<file path="src/hw/sfifo_defines.svh">
// Size parameters of the shared-buffer multi-queue, included by the package, the RTL and the testbench
`ifndef SFIFO_DEFINES_SVH
`define SFIFO_DEFINES_SVH

// Number of logical FIFOs sharing the RAM
`define SFIFO_NUM_FIFOS 4

// Total words in the shared RAM, split into static regions
`define SFIFO_DEPTH 32

// Payload width of one word
`define SFIFO_DATA_WIDTH 16

`endif

</file>
<file path="src/hw/sfifo_pkg.sv">
// Shared types of the multi-queue, referenced by scoped name from the RTL and the testbench
`include "sfifo_defines.svh"

package sfifo_pkg;

  // Meaningful widths
  typedef logic [$clog2(`SFIFO_DEPTH)-1:0] addr_t;
  typedef logic [$clog2(`SFIFO_DEPTH+1)-1:0] count_t;
  typedef logic [`SFIFO_DATA_WIDTH-1:0] data_t;
  typedef logic [$clog2(`SFIFO_NUM_FIFOS)-1:0] fifo_id_t;

  // Static region of one FIFO, bound is the last address and inclusive
  typedef struct packed {
    addr_t base;
    addr_t bound;
  } region_cfg_t;

  typedef struct packed {
    logic     valid;
    fifo_id_t id;
    data_t    data;
  } push_req_t;

  typedef struct packed {
    logic     valid;
    fifo_id_t id;
  } pop_req_t;

  // Write pointer state handed from the push side to one pointer manager
  typedef struct packed {
    logic  advance;
    addr_t tail;
    addr_t tail_next;
  } tail_upd_t;

endpackage

</file>
<file path="src/hw/sfifo_ram.sv">
// Shared storage for all FIFO regions with one write port and a registered read port
`timescale 1ns/1ps
`include "sfifo_defines.svh"

module sfifo_ram (
  input  logic             clk,
  input  logic             we,
  input  sfifo_pkg::addr_t waddr,
  input  sfifo_pkg::data_t wdata,
  input  logic             re,
  input  sfifo_pkg::addr_t raddr,
  output sfifo_pkg::data_t rdata
);

  sfifo_pkg::data_t mem [`SFIFO_DEPTH];

  always_ff @(posedge clk) begin
    if (we) begin
      mem[waddr] <= wdata;
    end
  end

  // Read data appears one cycle after re and holds until the next read
  always_ff @(posedge clk) begin
    if (re) begin
      rdata <= mem[raddr];
    end
  end

endmodule

</file>
<file path="config.mk">
export PLATFORM = sky130hd
export DESIGN_NAME = sfifo_ram
export DESIGN_NICKNAME = d
export VERILOG_FILES = /design/src/hw/sfifo_pkg.sv /design/src/hw/sfifo_ram.sv
export VERILOG_INCLUDE_DIRS = /design/src /design/src/hw
export SDC_FILE = /design/constraint.sdc
export NUM_CORES = 1
export LEC_CHECK = 0
export BUFFER_PORTS_ARGS = -buffer_cell sky130_fd_sc_hd__buf_4
export CORE_UTILIZATION = 55
export CTS_BUF_LIST = sky130_fd_sc_hd__clkbuf_8
export CTS_CLUSTER_DIAMETER = 100
export CTS_CLUSTER_SIZE = 24
export DETAILED_ROUTE_END_ITERATION = 10
export HOLD_SLACK_MARGIN = 0.02
export PLACE_DENSITY = 0.71
export SLEW_MARGIN = 30
export SYNTH_ARGS = -nofsm -noshare
export SYNTH_HDL_FRONTEND = slang
export SYNTH_SLANG_ARGS = --single-unit
</file>
<file path="constraint.sdc">
create_clock -name clk -period 2.54 [get_ports clk]
set_clock_uncertainty 0.15 [all_clocks]
set_input_delay 0.508 -clock clk [delete_from_list [all_inputs] [get_ports clk]]
set_output_delay 0.508 -clock clk [all_outputs]
set_load 0.02 [all_outputs]
</file>
Yosys cells after proc, flatten, opt, wreduce, memory -nomap -nowiden
Memory sizes are Yosys's and may differ from the RTL's. A register that Yosys moved wholly into a read port is not among the register bits.
Cells that the tools add are included.
- flip-flop bits (word level): 0
- memory bits (writable): 512
- input bits: 29
- output and inout bits: 16
- logic and storage cells: 3
- memories: 1
- mux-type cells: 2
- memories (memory ; words ; width ; rd ports ; clocked after memory_dff ; wr ports ; line ; source):
    mem ; 32 ; 16 ; 1 ; 1 ; 1 ; sfifo_ram.sv:15 ; sfifo_pkg::data_t mem [`SFIFO_DEPTH];
- operators by type and width (operator ; count):
    1-bit two-way mux ; 2

Depth between registers and ports, before layout
Gate-level depths: netlist of the first run.
- depth in word-level cells: 2
- depth in mapped cells: 8
- depth with buffers taken out: 5

Worst setup path before layout of the first run
No wires, ideal clock.
- path kind: input -> register
- start: in waddr[1]
- end: mem mem[12][0] (netlist name), enable pin
- library setup time: 388 ps
- data arrival time: 1860 ps
- required time: 2002 ps
- slack: 142 ps
- cell stages on the path: 3
- buffers on the path: 1
- cell sequence: or3b_2 -> clkbuf_1 -> nor2_1
- RTL lines (item ; line ; source):
    start: declaration ; sfifo_ram.sv:8 ; input sfifo_pkg::addr_t waddr,
    end: declaration ; sfifo_ram.sv:15 ;
No word-level cell before the write port.

==> qor.yml, run 1 <==
status:
  status: "finished, final reports clean"
sta:
  finalCriticalPeriod_ns: 2.201
  slew_headroom_pct: 45.75
  fin_crit_sh_pct: 86.67
  rsz0062_at_grt: "false"
  slew_viol_final: 0
  tightest_slew_ns: 0.8100
  finalSetupViolCount: 0
  max_freq_mhz: 454.2
  fin_ws_ns: 0.3386
  hold_viol_final: 0
  tns_ns: 0
power_and_ir_drop:
  leakage_nw: 7.771
  p_sw_share_pct: 21.56
  power_density_nw_per_um2: 625.9
  power.share.clock_pct: 22.8
  comb_power_share_pct: 7.6
  vdd_drop_max_mv: 0.5916
  seqPwrFrac_pct: 69.5
  switching_power_mw: 3.022
  intPower_mw: 11.00
yosys:
  netlist_area_sq_um: 20700
  syn_avg_cell_area_sq_um: 18.11
  synth_nets: 1172
  yosysUniqueCellTypes: 25
  synth-edff-count: 528
  synthCells: 1143
  synth_flop_cell: "edfxtp_1"
  yosysWarnings: 0
  ys_seq_area_share_pct: 76.61
  yosys.area.top_type_share_pct: 76.61
  ys_top_cells_by_area: "edfxtp_1 77%, mux2i_1 12%, a22oi_1 2.3%"
  synth_top_area_cell: "edfxtp_1"
  synth_seq_cells: 528
  async_reset_ff_share_pct: 0
floorplan:
  rows: 70
  boundaryPins: 45
  die_y_um: 196.0
  start_util_pct: 56.26
  die_area_sq_um: 38410
  die_x_um: 196.0
  coreArea_sq_um: 36790
cts:
  cts_resized: 0
  cts_tree: "yes"
  cts_hold_buf: 0
  h-tree-depth: 1
  root_buffer: "clkbuf_8"
  cts_made_buffers: 25
  clkTransAtPathRegs_ns: 0.14
  clock_latency_ns: 0.61
  clock_sinks: 528
  cts_setup_buffers: 0
  cts_buffer_depth: 3
drt:
  wl_per_cell_um: 27.07
  drt-total-wl_mm: 46.18
  drt_pass1_iterations: 5
  route.detailed.drc: 0
  drt_iter0_drc: 1087
  vias_per_cell: 6.259
  antenna_left: 0
  via_count: 10680
placed_design:
  place_area_sq_um: 22060
  pre_cts_slack_ns: -0.2190
  dp.final_hpwl_mm: 28.32
  gp_congestion: 0.8301
  place_inst: 1681
  portBuffers: 44
final_layout:
  final_layout_size_suffix_gt1_share_pct: 13.65
  final_common_cell: "edfxtp_1"
  num-nets-final: 1269
  fin_util_pct: 60.89
  instances_no_fill: 1706
  layout_common_cells: "528 x edfxtp_1, 256 x mux2i_1, 115 x buf_4"
  diodes: 0
  fin_area_sq_um: 22400
  syn_to_final_growth_pct: 8.234
worst_setup_path:
  crit_arrival_ns: 2.36
  required_ns: 2.70
  end_kind: "flop"
  path_max_fanout: 28
  crit_type: "primary input to flop"
  startpoint_type: "primary input"
flow_run:
  cap_violations: 0
global_route:
  grt.total_usage_pct: 24.33
  grt_max_degree: 36
  grt_pass1_vias: 10660
  grt_pass1_wl_mm: 68.08
  grt-ovfl-total: 0
  antenna_found_initial: 0
min_path:
  holdCritPathClass: "primary input to flop"
==> stage by stage <==
| stage | total power [mW] | hold WS (ns) |
|---|---|---|
| finish | 14.02 | 0.1490 |
| global route | 14.44 | 0.1078 |
| CTS | 14.07 | 0.1171 |
| detailed placement | 11.01 | 0.5408 |
| global placement | 10.99 | 0.5275 |
| floorplan | 10.51 | 0.4569 |
==> power by group through the flow <==
| stage | registers [mW] | clock network [mW] | logic, mW |
|---|---|---|---|
| floorplan | 9.97 | 0 | 0.545 |
| CTS | 9.75 | 3.26 | 1.07 |
| detailed placement | 9.95 | 0 | 1.07 |
| global route | 9.76 | 3.55 | 1.13 |
| finish | 9.75 | 3.20 | 1.07 |
| global placement | 9.94 | 0 | 1.05 |
==> synth_stat cells, types with 19 or more instances <==
library cell,instances
a21oi_1,32
buf_4,19
nand3_1,34
nand2_1,33
a22o_1,32
edfxtp_1,528
a22oi_1,64
mux2i_1,256
buf_2,19
nor2_1,33
==> area by class of cell <==
cell class                 count  area (sq um)
sequential                   528         15860
fill                        2666         14390
multi-input combinational    548          4317
timing repair buffer         137          1299
tap                          468         585.6
clock buffer                  25         344.1
==> critical path, stage by stage <==
cell and delay, ns:
buf_8 0.13, buf_12 0.23, buf_4 0.21, mux2i_1 0.20, a22oi_1 0.11, a31oi_1 0.68, nand3_1 0.26
==> path summary, 6_finish.rpt <==
path	from	endpoint	slack (ns)	cells past startpoint
min reg2reg	mem[10][6]$_DFFE_PP_	rdata[6]$_DFFE_PP_	0.58	4
max	raddr[0]	rdata[1]$_DFFE_PP_	0.34	7
max reg2reg	mem[3][1]$_DFFE_PP_	rdata[1]$_DFFE_PP_	0.47	5
min	re	rdata[15]$_DFFE_PP_	0.15	1
==> logic make-up (layout without fill, tap and decap cells) <==
kind of cell / Yosys count / after routing / share of synthesized area, %
DFF: 528 / 528 / 76.61
and+or+nand+nor: 148 / 148 / 3.464
AOI/OAI and AO/OA: 144 / 144 / 4.933
muxes: 256 / 256 / 12.38
buffers and inverters: 67 / 162 / 2.612
==> state kept, by name, summed over array words and instances (netlist names) <==
signal  flops
mem       512
rdata      16
==> routing by layer <==
layer | wire (um) | global-route usage, % | up-vias | share of wire, %
met5 | 0 | 0 | - | 0
met4 | 1093 | 5.845 | 0 | 2.4
met3 | 3519 | 3.610 | 61 | 7.6
li1 | - | - | 4708 | -
met2 | 22700 | 40.53 | 412 | 49
met1 | 18870 | 34.10 | 5497 | 41
Note: power is estimated with default switching activity, not from simulation.
==> run 2, diff against run 1 <==
--- a/config.mk
+++ b/config.mk
@@ -12,7 +12,8 @@
 export CTS_CLUSTER_DIAMETER = 100
 export CTS_CLUSTER_SIZE = 24
 export DETAILED_ROUTE_END_ITERATION = 10
-export HOLD_SLACK_MARGIN = 0.02
+export HOLD_SLACK_MARGIN = 0.12
+export MAX_ROUTING_LAYER = met4
 export PLACE_DENSITY = 0.71
 export SLEW_MARGIN = 30
 export SYNTH_ARGS = -nofsm -noshare
==> run 2 against run 1 <==
Fmax fell by 1.8%. First-iteration DRC count up 0.18%. Global-route usage is 0.77 points higher. Sequential share of layout area about the same. Final cell count about the same. Routed wire length about the same. Core utilization about the same. Critical path type unchanged. Critical endpoint unchanged.
==> qor.yml, run 2 (synthesis gave the netlist of run 1 again) <==
global_route:
  grt_pass1_wl_mm: 68.13
  grt.total_usage_pct: 25.10
  grt-ovfl-total: 0
  grt_pass1_vias: 10630
  grt_max_degree: 36
  antenna_found_initial: 0
sta:
  finalCriticalPeriod_ns: 2.243
  slew_headroom_pct: 43.36
  tightest_slew_ns: 0.8456
  slew_viol_final: 0
  rsz0062_at_grt: "false"
  max_freq_mhz: 445.9
  fin_crit_sh_pct: 88.29
  finalSetupViolCount: 0
  whs_ns: 0.1678
  hold_viol_final: 0
worst_setup_path:
  r2r_end: "rdata[1]$_DFFE_PP_"
  cp_num_buf_inv: 3
  cp.depth: 7
  rr_startpoint: "mem[1][1]$_DFFE_PP_"
  cpPeakStageDelay_ns: 0.71
  required_ns: 2.70
  cpMaxStageDelayCell: "a31oi_1"
  r2r.worst_path.cells: 5
  crit_type: "primary input to flop"
  crit_family: "compound AO/OA/AOI/OAI gates"
  path_max_fanout: 28
  rrSetupSlack_ns: 0.43
  end_kind: "flop"
  startpoint_type: "primary input"
  crit_arrival_ns: 2.40
  cp-startpoint: "raddr[0]"
  endpoint: "rdata[1]$_DFFE_PP_"
  path_cells: "buf_8, buf_12, buf_4, mux2i_1, a22oi_1, a31oi_1, nand3_1"
drt:
  drt_iter0_drc: 1089
  antenna_left: 0
  vias_per_cell: 6.244
  wl_per_cell_um: 27.04
  route.detailed.drc: 0
  drt-total-wl_mm: 46.15
  via_count: 10660
  drt_pass1_iterations: 5
final_layout:
  syn_to_final_growth_pct: 8.282
  layout_common_cells: "528 x edfxtp_1, 256 x mux2i_1, 115 x buf_4"
  final_common_cell: "edfxtp_1"
  largest_reg_flops: 512
  diodes: 0
  nFillCells: 2664
  regMostFlops: "mem"
  num-nets-final: 1270
  final_layout_size_suffix_gt1_share_pct: 13.64
  top_regs: "mem x512, rdata x16"
  instances_no_fill: 1707
  fin_util_pct: 60.92
  fin_area_sq_um: 22410
power_and_ir_drop:
  vdd_drop_max_mv: 0.5908
  power_mw: 14.02
  intPower_mw: 11.00
  power_density_nw_per_um2: 625.7
  comb_power_share_pct: 7.6
  seqPwrFrac_pct: 69.5
  switching_power_mw: 3.024
  p_sw_share_pct: 21.56
  power.share.clock_pct: 22.9
  leakage_nw: 7.775
placed_design:
  gp_congestion: 0.8446
  dp.final_hpwl_mm: 28.32
  place_area_sq_um: 22060
  portBuffers: 44
  place_inst: 1681
status:
  status: "finished, final reports clean"
flow_run:
  cap_violations: 0
floorplan:
  start_util_pct: 56.26
  die_x_um: 196.0
  coreArea_sq_um: 36790
  boundaryPins: 45
  die_y_um: 196.0
  rows: 70
  die_area_sq_um: 38410
cts:
  clock_sinks: 528
  cts_buffer_depth: 3
  h-tree-depth: 1
  cts_made_buffers: 25
  cts_tree: "yes"
  cts_setup_buffers: 0
  root_buffer: "clkbuf_8"
  clkTransAtPathRegs_ns: 0.14
  clock_latency_ns: 0.61
min_path:
  holdCritPathClass: "primary input to flop"
run 2: worst min path at each step:
stage          depth (start not counted)                     to  slack [ns]                  from
3_5_place_dp                           4     rdata[2]$_DFFE_PP_        0.54  mem[11][2]$_DFFE_PP_
2_1_floorplan                          0    mem[0][0]$_DFFE_PP_        0.46              wdata[0]
3_3_place_gp                           4     rdata[2]$_DFFE_PP_        0.53  mem[10][2]$_DFFE_PP_
6_report                               1  mem[14][12]$_DFFE_PP_        0.17             wdata[12]
5_1_grt                                1    mem[8][2]$_DFFE_PP_        0.15              wdata[2]
4_1_cts                                1  mem[11][12]$_DFFE_PP_        0.14             wdata[12]
run 2: area by class of cell:
| cell class | count | area (sq um) | share of cell area (%) |
|---|---|---|---|
| sequential | 528 | 15860 | 70.75 |
| multi-input combinational | 548 | 4317 | 19.26 |
| timing repair buffer | 138 | 1309 | 5.840 |
| tap | 468 | 585.6 | 2.613 |
| clock buffer | 25 | 344.1 | 1.535 |
run 2: repair_timing:
item	4_1_cts	5_1_grt
resized for setup	0	0
hold buffers	1	0
hold endpoints to repair	9	0
run 2: routing by layer:
layer	up-vias	wire length, um	GRT usage (%)
met3	61	3645	3.610
met5	-	0	-
met1	5465	18510	34.11
met4	0	1062	5.845
li1	4706	-	-
met2	427	22930	40.54
run 2: worst register-to-register path: stages (launching register included):
cell,delay (ns)
edfxtp_1,0.38
mux2i_1,0.15
a22o_1,0.17
nor3_1,0.06
a31oi_1,0.63
nand3_1,0.26
run 2: power groups by stage:
stage | Combinational (mW) | Clock [mW] | Sequential, mW
after floorplan | 0.545 | 0 | 9.97
after global placement | 1.05 | 0 | 9.94
after detailed placement | 1.07 | 0 | 9.95
after CTS | 1.07 | 3.26 | 9.75
after global routing | 1.13 | 3.55 | 9.76
final | 1.07 | 3.20 | 9.75
run 2: stage by stage:
step / TNS, ns / setup slack (ns)
floorplan: 0 / 0.1420
global placement: -0.05876 / -0.05876
detailed placement: -0.2482 / -0.2190
CTS: 0 / 0.4488
global route: 0 / 0.3580
finish: 0 / 0.2974
