--- src/hw/sfifo_defines.svh ---
// Size parameters of the shared-buffer multi-queue, included by the package, the RTL and the testbench
`ifndef SFIFO_DEFINES_SVH
`define SFIFO_DEFINES_SVH

// Number of logical FIFOs sharing the RAM
`define SFIFO_NUM_FIFOS 4

// Total words in the shared RAM, split into static regions
`define SFIFO_DEPTH 32

// Payload width of one word
`define SFIFO_DATA_WIDTH 16

`endif

--- src/hw/sfifo_pkg.sv ---
// Shared types of the multi-queue, referenced by scoped name from the RTL and the testbench
`include "sfifo_defines.svh"

package sfifo_pkg;

  // Meaningful widths
  typedef logic [$clog2(`SFIFO_DEPTH)-1:0] addr_t;
  typedef logic [$clog2(`SFIFO_DEPTH+1)-1:0] count_t;
  typedef logic [`SFIFO_DATA_WIDTH-1:0] data_t;
  typedef logic [$clog2(`SFIFO_NUM_FIFOS)-1:0] fifo_id_t;

  // Static region of one FIFO, bound is the last address and inclusive
  typedef struct packed {
    addr_t base;
    addr_t bound;
  } region_cfg_t;

  typedef struct packed {
    logic     valid;
    fifo_id_t id;
    data_t    data;
  } push_req_t;

  typedef struct packed {
    logic     valid;
    fifo_id_t id;
  } pop_req_t;

  // Write pointer state handed from the push side to one pointer manager
  typedef struct packed {
    logic  advance;
    addr_t tail;
    addr_t tail_next;
  } tail_upd_t;

endpackage

--- src/hw/sfifo_pop_ctrl.sv ---
// Pop controller used by the multi-queue top to pick the addressed head, read the RAM and flag underflow
`timescale 1ns/1ps
`include "sfifo_defines.svh"

module sfifo_pop_ctrl (
  input  logic                                      clk,
  input  logic                                      arst_n,
  input  sfifo_pkg::pop_req_t                      pop,
  input  logic             [`SFIFO_NUM_FIFOS-1:0] head_valid,
  input  sfifo_pkg::addr_t [`SFIFO_NUM_FIFOS-1:0] head,
  output logic             [`SFIFO_NUM_FIFOS-1:0] head_ready,
  output logic                                      re,
  output sfifo_pkg::addr_t                         raddr,
  output logic                                      pop_data_valid,
  output logic                                      pop_underflow
);

  logic sel_valid;

  // One-hot strobe to the pointer manager of the addressed FIFO
  for (genvar i = 0; i < `SFIFO_NUM_FIFOS; i++) begin : gen_ready
    assign head_ready[i] = pop.valid && (pop.id == sfifo_pkg::fifo_id_t'(i));
  end

  assign sel_valid = head_valid[pop.id];

  // Read only when the addressed FIFO holds data
  assign re    = pop.valid && sel_valid;
  assign raddr = head[pop.id];

  // Valid lines up with the registered RAM output
  always_ff @(posedge clk or negedge arst_n) begin
    if (!arst_n) begin
      pop_data_valid <= 1'b0;
      pop_underflow  <= 1'b0;
    end else begin
      pop_data_valid <= re;
      pop_underflow  <= pop.valid && !sel_valid;
    end
  end

endmodule

--- config.mk ---
export PLATFORM = sky130hd
export DESIGN_NAME = sfifo_pop_ctrl
export DESIGN_NICKNAME = d
export VERILOG_FILES = /design/src/hw/sfifo_pkg.sv /design/src/hw/sfifo_pop_ctrl.sv
export VERILOG_INCLUDE_DIRS = /design/src /design/src/hw
export SDC_FILE = /design/constraint.sdc
export NUM_CORES = 1
export LEC_CHECK = 0
export ABC_AREA = 1
export BUFFER_PORTS_ARGS = -buffer_cell sky130_fd_sc_hd__buf_2
export CAP_MARGIN = 20
export CELL_PAD_IN_SITES_DETAIL_PLACEMENT = 1
export CELL_PAD_IN_SITES_GLOBAL_PLACEMENT = 2
export CORE_MARGIN = 3
export CORE_UTILIZATION = 10
export CTS_CLUSTER_DIAMETER = 60
export CTS_CLUSTER_SIZE = 12
export DETAILED_ROUTE_END_ITERATION = 8
export PLACE_DENSITY_LB_ADDON = 0.08
export SYNTH_ARGS = -nofsm -noshare
export SYNTH_HDL_FRONTEND = slang
export SYNTH_SLANG_ARGS = --single-unit
--- constraint.sdc ---
create_clock -name clk -period 0.8 [get_ports clk]
set_input_delay 0.04 -clock clk [delete_from_list [all_inputs] [get_ports clk]]
set_output_delay 0.04 -clock clk [all_outputs]
set_load 0.01 [all_outputs]
## Word level (Yosys, flattened, before mapping)

Index checks and enable logic that the tools add are counted.

- Logic and storage cells: 18
- Bits in registers: 2
- Bits of input ports: 29
- Output and inout port bits: 12

- Multiplexer cells: 4
- $lt $le $gt $ge: 1
- Equal/unequal tests: 3
- Reduce and logical (&&, ||, !) cells: 8

Operator list:

| cell | number |
|---|---|
| binary-select mux 5 bit (select 2 bit) | 1 |
| logical AND 1 bit | 6 |
| 2-to-1 mux 5 bit | 1 |
| equality test 2 bit (second input constant) | 2 |
| < comparator 2 x 3 -> 1 bit (second input constant) | 1 |
| binary-select mux 1 bit (select 2 bit) | 1 |
| equality test 2 x 1 -> 1 bit (second input constant) | 1 |
| zero test 2 bit | 1 |
| zero test 1 bit | 1 |
| 2-to-1 mux 1 bit | 1 |

## Longest topological paths before layout

Gate-level depths: netlist of run 1.

- Depth in word-level cells: 4
- Gate-level depth with buffers: 7

## Worst setup path before layout of run 1

No wires, ideal clock.

- Path type: input to register
- Start point: in pop[0] (netlist bit)
- End point: reg pop_data_valid
- Setup time: 0.110 ns
- Data arrival time: 0.603 ns
- Path slack: 0.086 ns
- Cell stages on the path: 6
- Path buffers: 1
- Cells stage by stage: buf_6 -> nor2_4 -> nand2_1 -> nand2_1 -> nor2_1 -> nor2_1

- Longest elaborated chain between the ends: 3

Ends and longest elaborated chain:

| element | line | source |
|---|---|---|
| from (decl) | sfifo_pop_ctrl.sv:8 | `input sfifo_pkg::pop_req_t pop,` |
| binary-select mux 1 bit (select 2 bit) | sfifo_pop_ctrl.sv:25 | `assign sel_valid = head_valid[pop.id];` |
| 2-to-1 mux 1 bit (implied by the code) | sfifo_pop_ctrl.sv:25 |  |
| logical AND 1 bit | sfifo_pop_ctrl.sv:28 | `assign re = pop.valid && sel_valid;` |
| net re | sfifo_pop_ctrl.sv:12 | `output logic re,` |
| to (signal assigned) | sfifo_pop_ctrl.sv:37 | `pop_data_valid <= re;` |
| to (decl) | sfifo_pop_ctrl.sv:14 | `output logic pop_data_valid,` |

The timed path passes the listed nets, and every way through them passes these cells. The select of a mux whose other input is x is not followed.

## Worst setup path after layout of run 1

- Start point: in pop[0] (netlist bit)
- End point: out raddr[4]

- Longest elaborated chain between the ends: 2

Ends and longest elaborated chain:

| element | line | source |
|---|---|---|
| binary-select mux 5 bit (select 2 bit) | sfifo_pop_ctrl.sv:29 | `assign raddr = head[pop.id];` |
| 2-to-1 mux 5 bit (implied by the code) | sfifo_pop_ctrl.sv:29 |  |
| to (decl) | sfifo_pop_ctrl.sv:13 | `output sfifo_pkg::addr_t raddr,` |

No other way between the ends. The select of a mux whose other input is x is not followed.

==> metrics.md, run 1 <==
| Metric | Value |
|---|---|
| Global route hottest layer | `met2` |
| Post-synth top cells | `nand2_1 (22), nand3_1 (13), nand4_1 (5)` |
| Pwr dens | `930 mW/mm²` |
| Mapped Cells | `57` |
| Synthesis-to-layout area growth | `126%` |
| H-tree Lvls | `1` |
| Antenna viol nets, final | `0` |
| Unrepaired setup endpoints after global routing | `yes` |
| Worst vdd ir | `0.174 mV` |
| Mapped Area | `324 µm²` |
| Core Box Area | `0.00308 mm²` |
| Root Buffer | `clkbuf_4` |
| Total GRT Usage | `0.0850` |
| Post-synthesis async set-or-reset flop share | `1.00` |
| Die W | `62.9 µm` |
| Worst EP arrival | `0.74 ns` |
| Drt via density | `3.80` |
| Synth top area share | `0.255` |
| Setup-failing EPs final | `0` |
| Worst min path class | `in -> async` |
| Kind of critical path | `in -> out` |
| Clk slew on worst S/H paths | `0.03 ns` |
| Gpl congestion | `0.654` |
| DP HPWL | `1350 µm` |
| Synth Flop Type | `dfrtp_1` |
| Crit path max fanout | `5` |
| Top cells by area, synth | `nand2_1 (25%), nand3_1 (20%), dfrtp_1 (15%)` |
| Final net count | `140` |
| Grt met3 use | `0.0270` |
| TritonCTS Buffers | `3` |
| Worst Max-Slew Pin Slew | `0.176 ns` |
| Final Cell Area | `732 µm²` |
| Initial antenna violation count | `0` |
| Share of cells above drive strength 1 | `0.550` |
| Pre-Repair DR Iteration Count | `2` |
| Vias in the first global route | `630` |
| Setup TNS | `0 ns` |
| Status | `finished clean` |
| Placed inst area | `624 µm²` |
| DR DRC count | `0` |
| CTS sink cnt | `2` |
| Pre-CTS WS | `-0.0842 ns` |
| Final wirelength | `1620 µm` |
| Synthesized flop and latch total | `2` |
| Total number of vias | `582` |
| Post-synthesis sequential area ratio | `0.154` |
| Worst setup margin | `0.0237 ns` |
| Rows | `20` |
| Post-synth EDFFs | `0` |
| Ant diodes | `0` |
| First-pass GRT wire length | `2720 µm` |
| Port Buffers | `40` |
| Die ar. | `0.00396 mm²` |
| TritonCTS clock tree | `built` |
| Post-synth cell types | `11` |
| Count leader, synth | `nand2_1` |
| Max Buffers Root-to-Sink | `2` |
| Syn nets | `86` |
| Final worst-path cycle share | `0.970` |
| Final Max Tran Viols | `0` |
| Leakage Power | `0.000403 µW` |
| Max-cap violations | `0` |
| Mean Syn Cell Area | `5.69 µm²` |
| Worst EP required | `0.76 ns` |
| Fin crit period | `0.776 ns` |
| Slew HR | `0.882` |
| F_max | `1.29 GHz` |
| Pin count of the biggest net entering global routing | `8` |
| Startpoint types | `primary input` |
| Hold Vio Cnt, Final | `0` |
| Drt initial violations | `11` |
| Met1 GRT Util | `0.0988` |
| YS warnings | `0` |
| Initial cell density of the core | `0.105` |
| Area leader, netlist | `nand2_1` |
| CP endpoint kind | `output pin` |
| M2 GR Usage | `0.144` |
| I/O pin count | `41` |
| Post-CTS Setup Bufs | `0` |
| DR WL/cell | `10.6 µm` |
| Die Y | `62.9 µm` |
| GR Overflow Total | `0` |
==> worst max-delay path, cell delays in order <==
cell       delay [ns]
bufbuf_16        0.24
buf_4            0.14
nand3_1          0.07
nand4_1          0.09
buf_2            0.14
==> report_power, final <==
group	internal [µW]	leakage [µW]	switching (µW)	total, µW
clock network	165	0.0000138	55.5	221
registers	109	0.0000257	1.46	111
logic	186	0.000363	163	349
==> registers in the layout, indices dropped and copies added (netlist names) <==
| signal | flops |
|---|---|
| pop_data_valid | 1 |
| pop_underflow | 1 |
==> metal layers <==
layer | share of wire | vias to the layer above | routed length, µm
met1 | 0.43 | 257 | 704
met2 | 0.49 | 23 | 790
met3 | 0.078 | 0 | 127
met5 | 0 | - | 0
li1 | - | 302 | -
met4 | 0 | 0 | 0
==> stage by stage <==
| step | util | hold slack (ns) | instances | power (µW) |
|---|---|---|---|---|
| global route | 0.238 | 0.155 | 153 | 750 |
| global placement | 0.203 | -0.174 | 148 | 424 |
| floorplan | - | -0.256 | 57 | 252 |
| finish | 0.238 | 0.142 | 153 | 681 |
| CTS | 0.235 | 0.124 | 153 | 702 |
| detailed placement | 0.203 | -0.174 | 148 | 421 |
==> layout make-up <==
class,instances,area (µm²)
Sequential cell,2,50.0
Tap cell,44,55.1
Inverter,3,18.8
Multi-Input combinational cell,49,243
Clock buffer,3,22.5
Fill cell,406,2350
Timing Repair Buffer,52,343
==> path summary, 6_finish.rpt <==
kind | from | slack [ns] | end
worst max-delay path | pop[0] | 0.02 | raddr[4]
worst min-delay path | arst_n | 0.14 | pop_data_valid
max in group asynchronous | arst_n | 0.56 | pop_underflow
min in group clk | pop[2] | 0.14 | pop_underflow
==> layout by cell type (no fill, tap or decap) <==
cell type and instances:
nor2_1 3, inv_4 1, clkbuf_4 3, nand4_1 5, buf_4 9, nand3_2 2, nand3_1 11, dfrtp_1 2
bufbuf_16 1, nor3_1 4, inv_1 1, buf_6 2, nor2_4 2, buf_2 38, buf_12 1, inv_6 1
nand2_1 22, dlygate4sd3_1 1
==> repair_timing <==
item                       in CTS  in global routing
hold endpoints to repair        2                  0
hold buffers                    1                  0
cloned                          1                  0
setup endpoints to repair       7                  3
pin swaps                       3                  2
resized for setup              10                  2
==> cell families (layout without fill, tap and decap cells) <==
kind of cell,Yosys count,in the layout,share of synthesized area
AND/OR/NAND/NOR,49,49,0.718
buffers and inverters,6,58,0.127
flip-flops,2,2,0.154
Power figures use the tool's default switching activity.
==> run 2, diff against run 1 <==
--- a/config.mk
+++ b/config.mk
@@ -12,7 +12,7 @@
 export CELL_PAD_IN_SITES_DETAIL_PLACEMENT = 1
 export CELL_PAD_IN_SITES_GLOBAL_PLACEMENT = 2
 export CORE_MARGIN = 3
-export CORE_UTILIZATION = 10
+export CORE_UTILIZATION = 12
 export CTS_CLUSTER_DIAMETER = 60
 export CTS_CLUSTER_SIZE = 12
 export DETAILED_ROUTE_END_ITERATION = 8
@@ -20,3 +20,4 @@
 export SYNTH_ARGS = -nofsm -noshare
 export SYNTH_HDL_FRONTEND = slang
 export SYNTH_SLANG_ARGS = --single-unit
+export TNS_END_PERCENT = 50
==> constraint.sdc (replaced) <==
create_clock -name clk -period 0.9 [get_ports clk]
set_input_delay 0.045 -clock clk [delete_from_list [all_inputs] [get_ports clk]]
set_output_delay 0.045 -clock clk [all_outputs]
set_load 0.01 [all_outputs]
==> metrics.md, run 2 (synthesis results as in run 1) <==
| Metric | Value |
|---|---|
| Status | `finished clean` |
| Die ar. | `0.00336 mm² (-15%)` |
| Crit path max-delay family | `simple AND/OR/NAND/NOR gates` |
| Cells along the critical path | `buf_4 > nor2_4 > nand2_1 > nand2_1 > nor2_1 > nor2_1 > buf_2` |
| Startpoint types | `primary input` |
| Worst min path class | `in -> async` |
| DR DRC count | `0 (unchanged)` |
| Total GRT Usage | `0.0922 (+0.00716)` |
| Initial cell density of the core | `0.128 (+0.0232)` |
| I/O pin count | `41 (unchanged)` |
| Pwr dens | `889 mW/mm² (-4.4%)` |
| Max Buffers Root-to-Sink | `2 (unchanged)` |
| Fill cells | `337 (-17%)` |
| Worst Max-Slew Pin Slew | `0.164 ns (-0.0111 ns)` |
| Kind of critical path | `in -> out` |
| Leakage Power | `0.000364 µW (-9.6%)` |
| Final worst-path cycle share | `0.902` |
| Fin crit period | `0.812 ns` |
| CTS sink cnt | `2 (unchanged)` |
| Final core occ | `0.252 (+0.0147)` |
| Final wirelength | `1490 µm (-8.0%)` |
| Most frequent cells in the layout | `buf_2 (38), nand2_1 (22), nand3_1 (13), buf_4 (10), nand4_1 (5)` |
| Worst setup margin | `0.0884 ns (+0.0648 ns)` |
| Drt via density | `4.17 (+9.6%)` |
| Top flop regs | `pop_data_valid x1, pop_underflow x1` |
| Largest stage delay on the critical path | `0.16 ns (-0.08 ns)` |
| Pin count of the biggest net entering global routing | `10 (+2)` |
| Hold Vio Cnt, Final | `0 (unchanged)` |
| Root Buffer | `clkbuf_4` |
| Setup TNS | `0 ns (unchanged)` |
| Setup-failing EPs final | `0 (unchanged)` |
| DP HPWL | `1280 µm (-5.6%)` |
| Antenna viol nets, final | `0 (unchanged)` |
| Crit path max fanout | `7 (+2)` |
| Commonest non-fill, non-tap cell in the layout | `buf_2` |
| Port Buffers | `40 (unchanged)` |
| F_max | `1.23 GHz` |
| Rows | `18 (-10%)` |
| CP endpoint kind | `output pin` |
| First-pass GRT wire length | `2400 µm (-12%)` |
| Worst EP required | `0.85 ns (+0.09 ns)` |
| Initial antenna violation count | `0 (unchanged)` |
| Pre-CTS WS | `-0.0153 ns (+0.0689 ns)` |
| Die Y | `58.0 µm (-7.9%)` |
| TritonCTS Buffers | `3 (unchanged)` |
| Gpl congestion | `0.763 (+17%)` |
| Clk slew on worst S/H paths | `0.03 ns (about the same)` |
| Levels on crit path | `7 (+2)` |
| Min Hold Slack | `0.138 ns (-0.00351 ns)` |
| TritonCTS clock tree | `built` |
| Share of cells above drive strength 1 | `0.519 (-0.0316)` |
| Slew HR | `0.890 (+0.00818)` |
| Worst vdd ir | `0.474 mV (+170%)` |
| Buf/Inv on CP | `2 (-1)` |
| DR WL/cell | `11.0 µm (+3.5%)` |
| Synthesis-to-layout area growth | `96.5%` |
| H-tree Lvls | `1 (unchanged)` |
| Core Box Area | `0.00252 mm² (-18%)` |
| Max-cap violations | `0 (unchanged)` |
| Pwr Total | `566 µW (-17%)` |
| GR Overflow Total | `0 (unchanged)` |
| Vias in the first global route | `580 (-7.9%)` |
| Pre-Repair DR Iteration Count | `2 (unchanged)` |
| Drt initial violations | `8 (-3)` |
| Die W | `58.0 µm (-7.9%)` |
| Ant diodes | `0 (unchanged)` |
| Slowest CP cell | `buf_2` |
| Worst EP arrival | `0.77 ns (+0.03 ns)` |
| Total number of vias | `567 (-2.6%)` |
| Final net count | `137 (-2.1%)` |
| Final Max Tran Viols | `0 (unchanged)` |
[run 2: cell count changes in the layout (fill, tap and decap cells not counted)]
cell       before  now
buf_12          1    0
buf_4           9   10
buf_6           2    0
bufbuf_16       1    0
clkinv_4        0    1
inv_6           1    0
nand3_1        11   13
nand3_2         2    0
[run 2: worst paths after layout]
kind / end / from
worst max-delay path: re / pop[1]
max in group asynchronous: pop_data_valid / arst_n
min in group clk: pop_underflow / pop[2]
worst min-delay path: pop_underflow / arst_n
[run 2: repair_timing]
action / CTS / global route
hold endpoints to repair: 2 / 0
endpoints found under the setup margin: 1 / 4
hold buffers: 1 / 0
gates resized for setup: 1 / 6
pin swaps: 0 / 2
buffers inserted: 0 / 1
[run 2: layout make-up]
type	count	area, µm²	share of cell area
Timing Repair Buffer	49	275	0.432
Sequential cell	2	50.0	0.0786
Multi-Input combinational cell	49	233	0.365
Inverter	3	18.8	0.0295
Clock buffer	3	22.5	0.0354
Tap cell	30	37.5	0.0589
[run 2: metrics by stage]
stage,cells,cell area (µm²)
after global placement,131,584
after CTS,135,619
after global routing,136,637
after detailed placement,131,584
after floorplan,57,324
final,136,637
[run 2: power by group]
group / total, µW / internal [µW] / switching, µW / leakage, µW
combinational: 271 / 133 / 137 / 0.000325
sequential: 98.7 / 97.3 / 1.44 / 0.0000257
clock: 197 / 147 / 49.9 / 0.0000138
total: 566 / 377 / 189 / 0.000364
[run 2: metal layers]
metal  track usage  up-vias  routed length (µm)
li1              -      296                   -
met1         0.115      250                 691
met2         0.152       21                 697
met3        0.0200        0                 105
met4        0.0397        0                   0
met5             0        -                   0
==> run 3, diff against run 2 <==
--- a/config.mk
+++ b/config.mk
@@ -13,10 +13,11 @@
 export CELL_PAD_IN_SITES_GLOBAL_PLACEMENT = 2
 export CORE_MARGIN = 3
 export CORE_UTILIZATION = 12
+export CTS_BUF_LIST = sky130_fd_sc_hd__clkbuf_8
 export CTS_CLUSTER_DIAMETER = 60
 export CTS_CLUSTER_SIZE = 12
 export DETAILED_ROUTE_END_ITERATION = 8
-export PLACE_DENSITY_LB_ADDON = 0.08
+export PLACE_DENSITY_LB_ADDON = 0.1
 export SYNTH_ARGS = -nofsm -noshare
 export SYNTH_HDL_FRONTEND = slang
 export SYNTH_SLANG_ARGS = --single-unit
==> constraint.sdc (replaced) <==
create_clock -name clk -period 0.8 [get_ports clk]
set_input_delay 0.04 -clock clk [delete_from_list [all_inputs] [get_ports clk]]
set_output_delay 0.04 -clock clk [all_outputs]
set_load 0.01 [all_outputs]
==> metrics.md, run 3 (synthesis results as in run 1) <==
| Metric | Value |
|---|---|
| Most frequent cells in the layout | `buf_2 (38), nand2_1 (22), nand3_1 (13), buf_4 (11), nand4_1 (5)` |
| Worst EP arrival | `0.70 ns (-0.07 ns)` |
| Antenna viol nets, final | `0 (unchanged)` |
| Total number of vias | `569 (+0.35%)` |
| GR Overflow Total | `0 (unchanged)` |
| Worst Max-Slew Pin Slew | `0.196 ns (+0.0319 ns)` |
| TritonCTS clock tree | `built` |
| Drt initial violations | `13 (+5)` |
| Port Buffers | `40 (unchanged)` |
| Worst EP required | `0.76 ns (-0.09 ns)` |
| Pin count of the biggest net entering global routing | `10 (unchanged)` |
| Top flop regs | `pop_data_valid x1, pop_underflow x1` |
| CTS sink cnt | `2 (unchanged)` |
| Root Buffer | `clkbuf_8` |
| CP Launch Point | `pop[1]` |
| Die W | `58.0 µm (unchanged)` |
| DP HPWL | `1310 µm (+2.8%)` |
| M1 WL | `700 µm (+1.3%)` |
| Dpl cells | `134 (+2.3%)` |
| F_max | `1.36 GHz` |
| Worst vdd ir | `0.658 mV (+39%)` |
| Met3 WL | `114 µm (+8.6%)` |
| Pre-Repair DR Iteration Count | `2 (unchanged)` |
| Crit path max fanout | `7 (unchanged)` |
| Max-cap violations | `0 (unchanged)` |
| Ant diodes | `0 (unchanged)` |
| Final net count | `140 (+2.2%)` |
| Status | `finished clean` |
| CP endpoint kind | `output pin` |
| Setup-failing EPs final | `0 (unchanged)` |
| Kind of critical path | `in -> out` |
| Fill cells | `340 (+0.89%)` |
| Final Max Tran Viols | `0 (unchanged)` |
| Drt via density | `4.09 (-1.8%)` |
| Fin cells | `139 (+2.2%)` |
| Hold Vio Cnt, Final | `0 (unchanged)` |
| Top Layer Used | `met4` |
| Clk slew on worst S/H paths | `0.03 ns (about the same)` |
| Fin crit period | `0.738 ns` |
| Initial cell density of the core | `0.128 (unchanged)` |
| Slew HR | `0.869 (-0.0213)` |
| Worst min path class | `in -> async` |
| Final wirelength | `1530 µm (+2.6%)` |
| TritonCTS Buffers | `3 (unchanged)` |
| Die Y | `58.0 µm (unchanged)` |
| Max Buffers Root-to-Sink | `2 (unchanged)` |
| Final worst-path cycle share | `0.922` |
| First-pass GRT wire length | `2470 µm (+2.9%)` |
| Gpl congestion | `0.708 (-7.1%)` |
| I/O pin count | `41 (unchanged)` |
| Leakage Power | `0.000393 µW (+7.8%)` |
| Rows | `18 (unchanged)` |
| Total GRT Usage | `0.0950 (+0.00275)` |
| DR WL/cell | `11.0 µm (+0.40%)` |
| H-tree Lvls | `1 (unchanged)` |
| Pwr Total | `823 µW (+45%)` |
| Met2 WL post-DR | `711 µm (+2.0%)` |
| Pwr dens | `1180 mW/mm² (+33%)` |
| Unrepaired setup endpoints after global routing | `yes` |
| Commonest non-fill, non-tap cell in the layout | `buf_2` |
| Initial antenna violation count | `0 (unchanged)` |
| Vias in the first global route | `578 (-0.34%)` |
| Core Box Area | `0.00252 mm² (unchanged)` |
| Critical Path Sink | `re` |
| Startpoint types | `primary input` |
| Die ar. | `0.00336 mm² (unchanged)` |
| DR DRC count | `0 (unchanged)` |
| Synthesis-to-layout area growth | `114%` |
| Share of cells above drive strength 1 | `0.532 (+0.0132)` |
## run 3: cell count changes in the layout (fill, tap and decap cells not counted), sizes merged
cell	previous run	this run
buf	48	51
clkinv	1	0
inv	2	3
## run 3: area by class of cell
type / instances / area [µm²] / area share
timing repair buffer: 52 / 314 / 0.452
multi-input combinational: 49 / 233 / 0.335
sequential: 2 / 50.0 / 0.0721
clock buffer: 3 / 41.3 / 0.0595
tap: 30 / 37.5 / 0.0541
inverter: 3 / 18.8 / 0.0270
## run 3: critical path, cell delays in order
cell and delay (ns):
buf_12 0.12, nor2_4 0.11, nand2_1 0.06, nand2_1 0.05, nor2_1 0.04, nor2_1 0.12, buf_2 0.16
## run 3: worst min path at each step
| stage | startpoint | to | slack (ns) | cells past startpoint |
|---|---|---|---|---|
| 2_1_floorplan | arst_n | pop_data_valid | -0.26 | 0 |
| 3_3_place_gp | arst_n | pop_underflow | -0.17 | 1 |
| 3_5_place_dp | arst_n | pop_underflow | -0.17 | 1 |
| 4_1_cts | arst_n | pop_data_valid | 0.15 | 2 |
| 5_1_grt | arst_n | pop_underflow | 0.15 | 2 |
| 6_report | arst_n | pop_data_valid | 0.15 | 2 |
## run 3: where the power goes
group,internal (µW),switching (µW)
combinational,167,157
clock,317,71.0
sequential,110,1.47
## run 3: repair_timing
action / CTS / global route
hold buffers: 1 / 0
setup buffers: 1 / 0
gates cloned: 0 / 0
endpoints found under the hold margin: 2 / 0
resized for setup: 7 / 2
pin swaps: 2 / 3
setup endpoints to repair: 6 / 5
## run 3: per-layer routing
metal	track usage	vias up
li1	-	298
met2	0.152	20
met4	0.0497	0
met3	0.0223	2
met5	0	-
met1	0.118	249
## run 3: stage by stage
step	TNS, ns	hold WS [ns]	setup slack, ns	utilization	instance area [µm²]
floorplan	0	-0.256	0.0863	-	324
global placement	-0.0875	-0.174	-0.0522	0.241	607
detailed placement	-0.203	-0.170	-0.0765	0.241	607
CTS	0	0.152	0.0170	0.272	686
global route	-0.0353	0.155	-0.0353	0.275	694
finish	0	0.151	0.0623	0.275	694
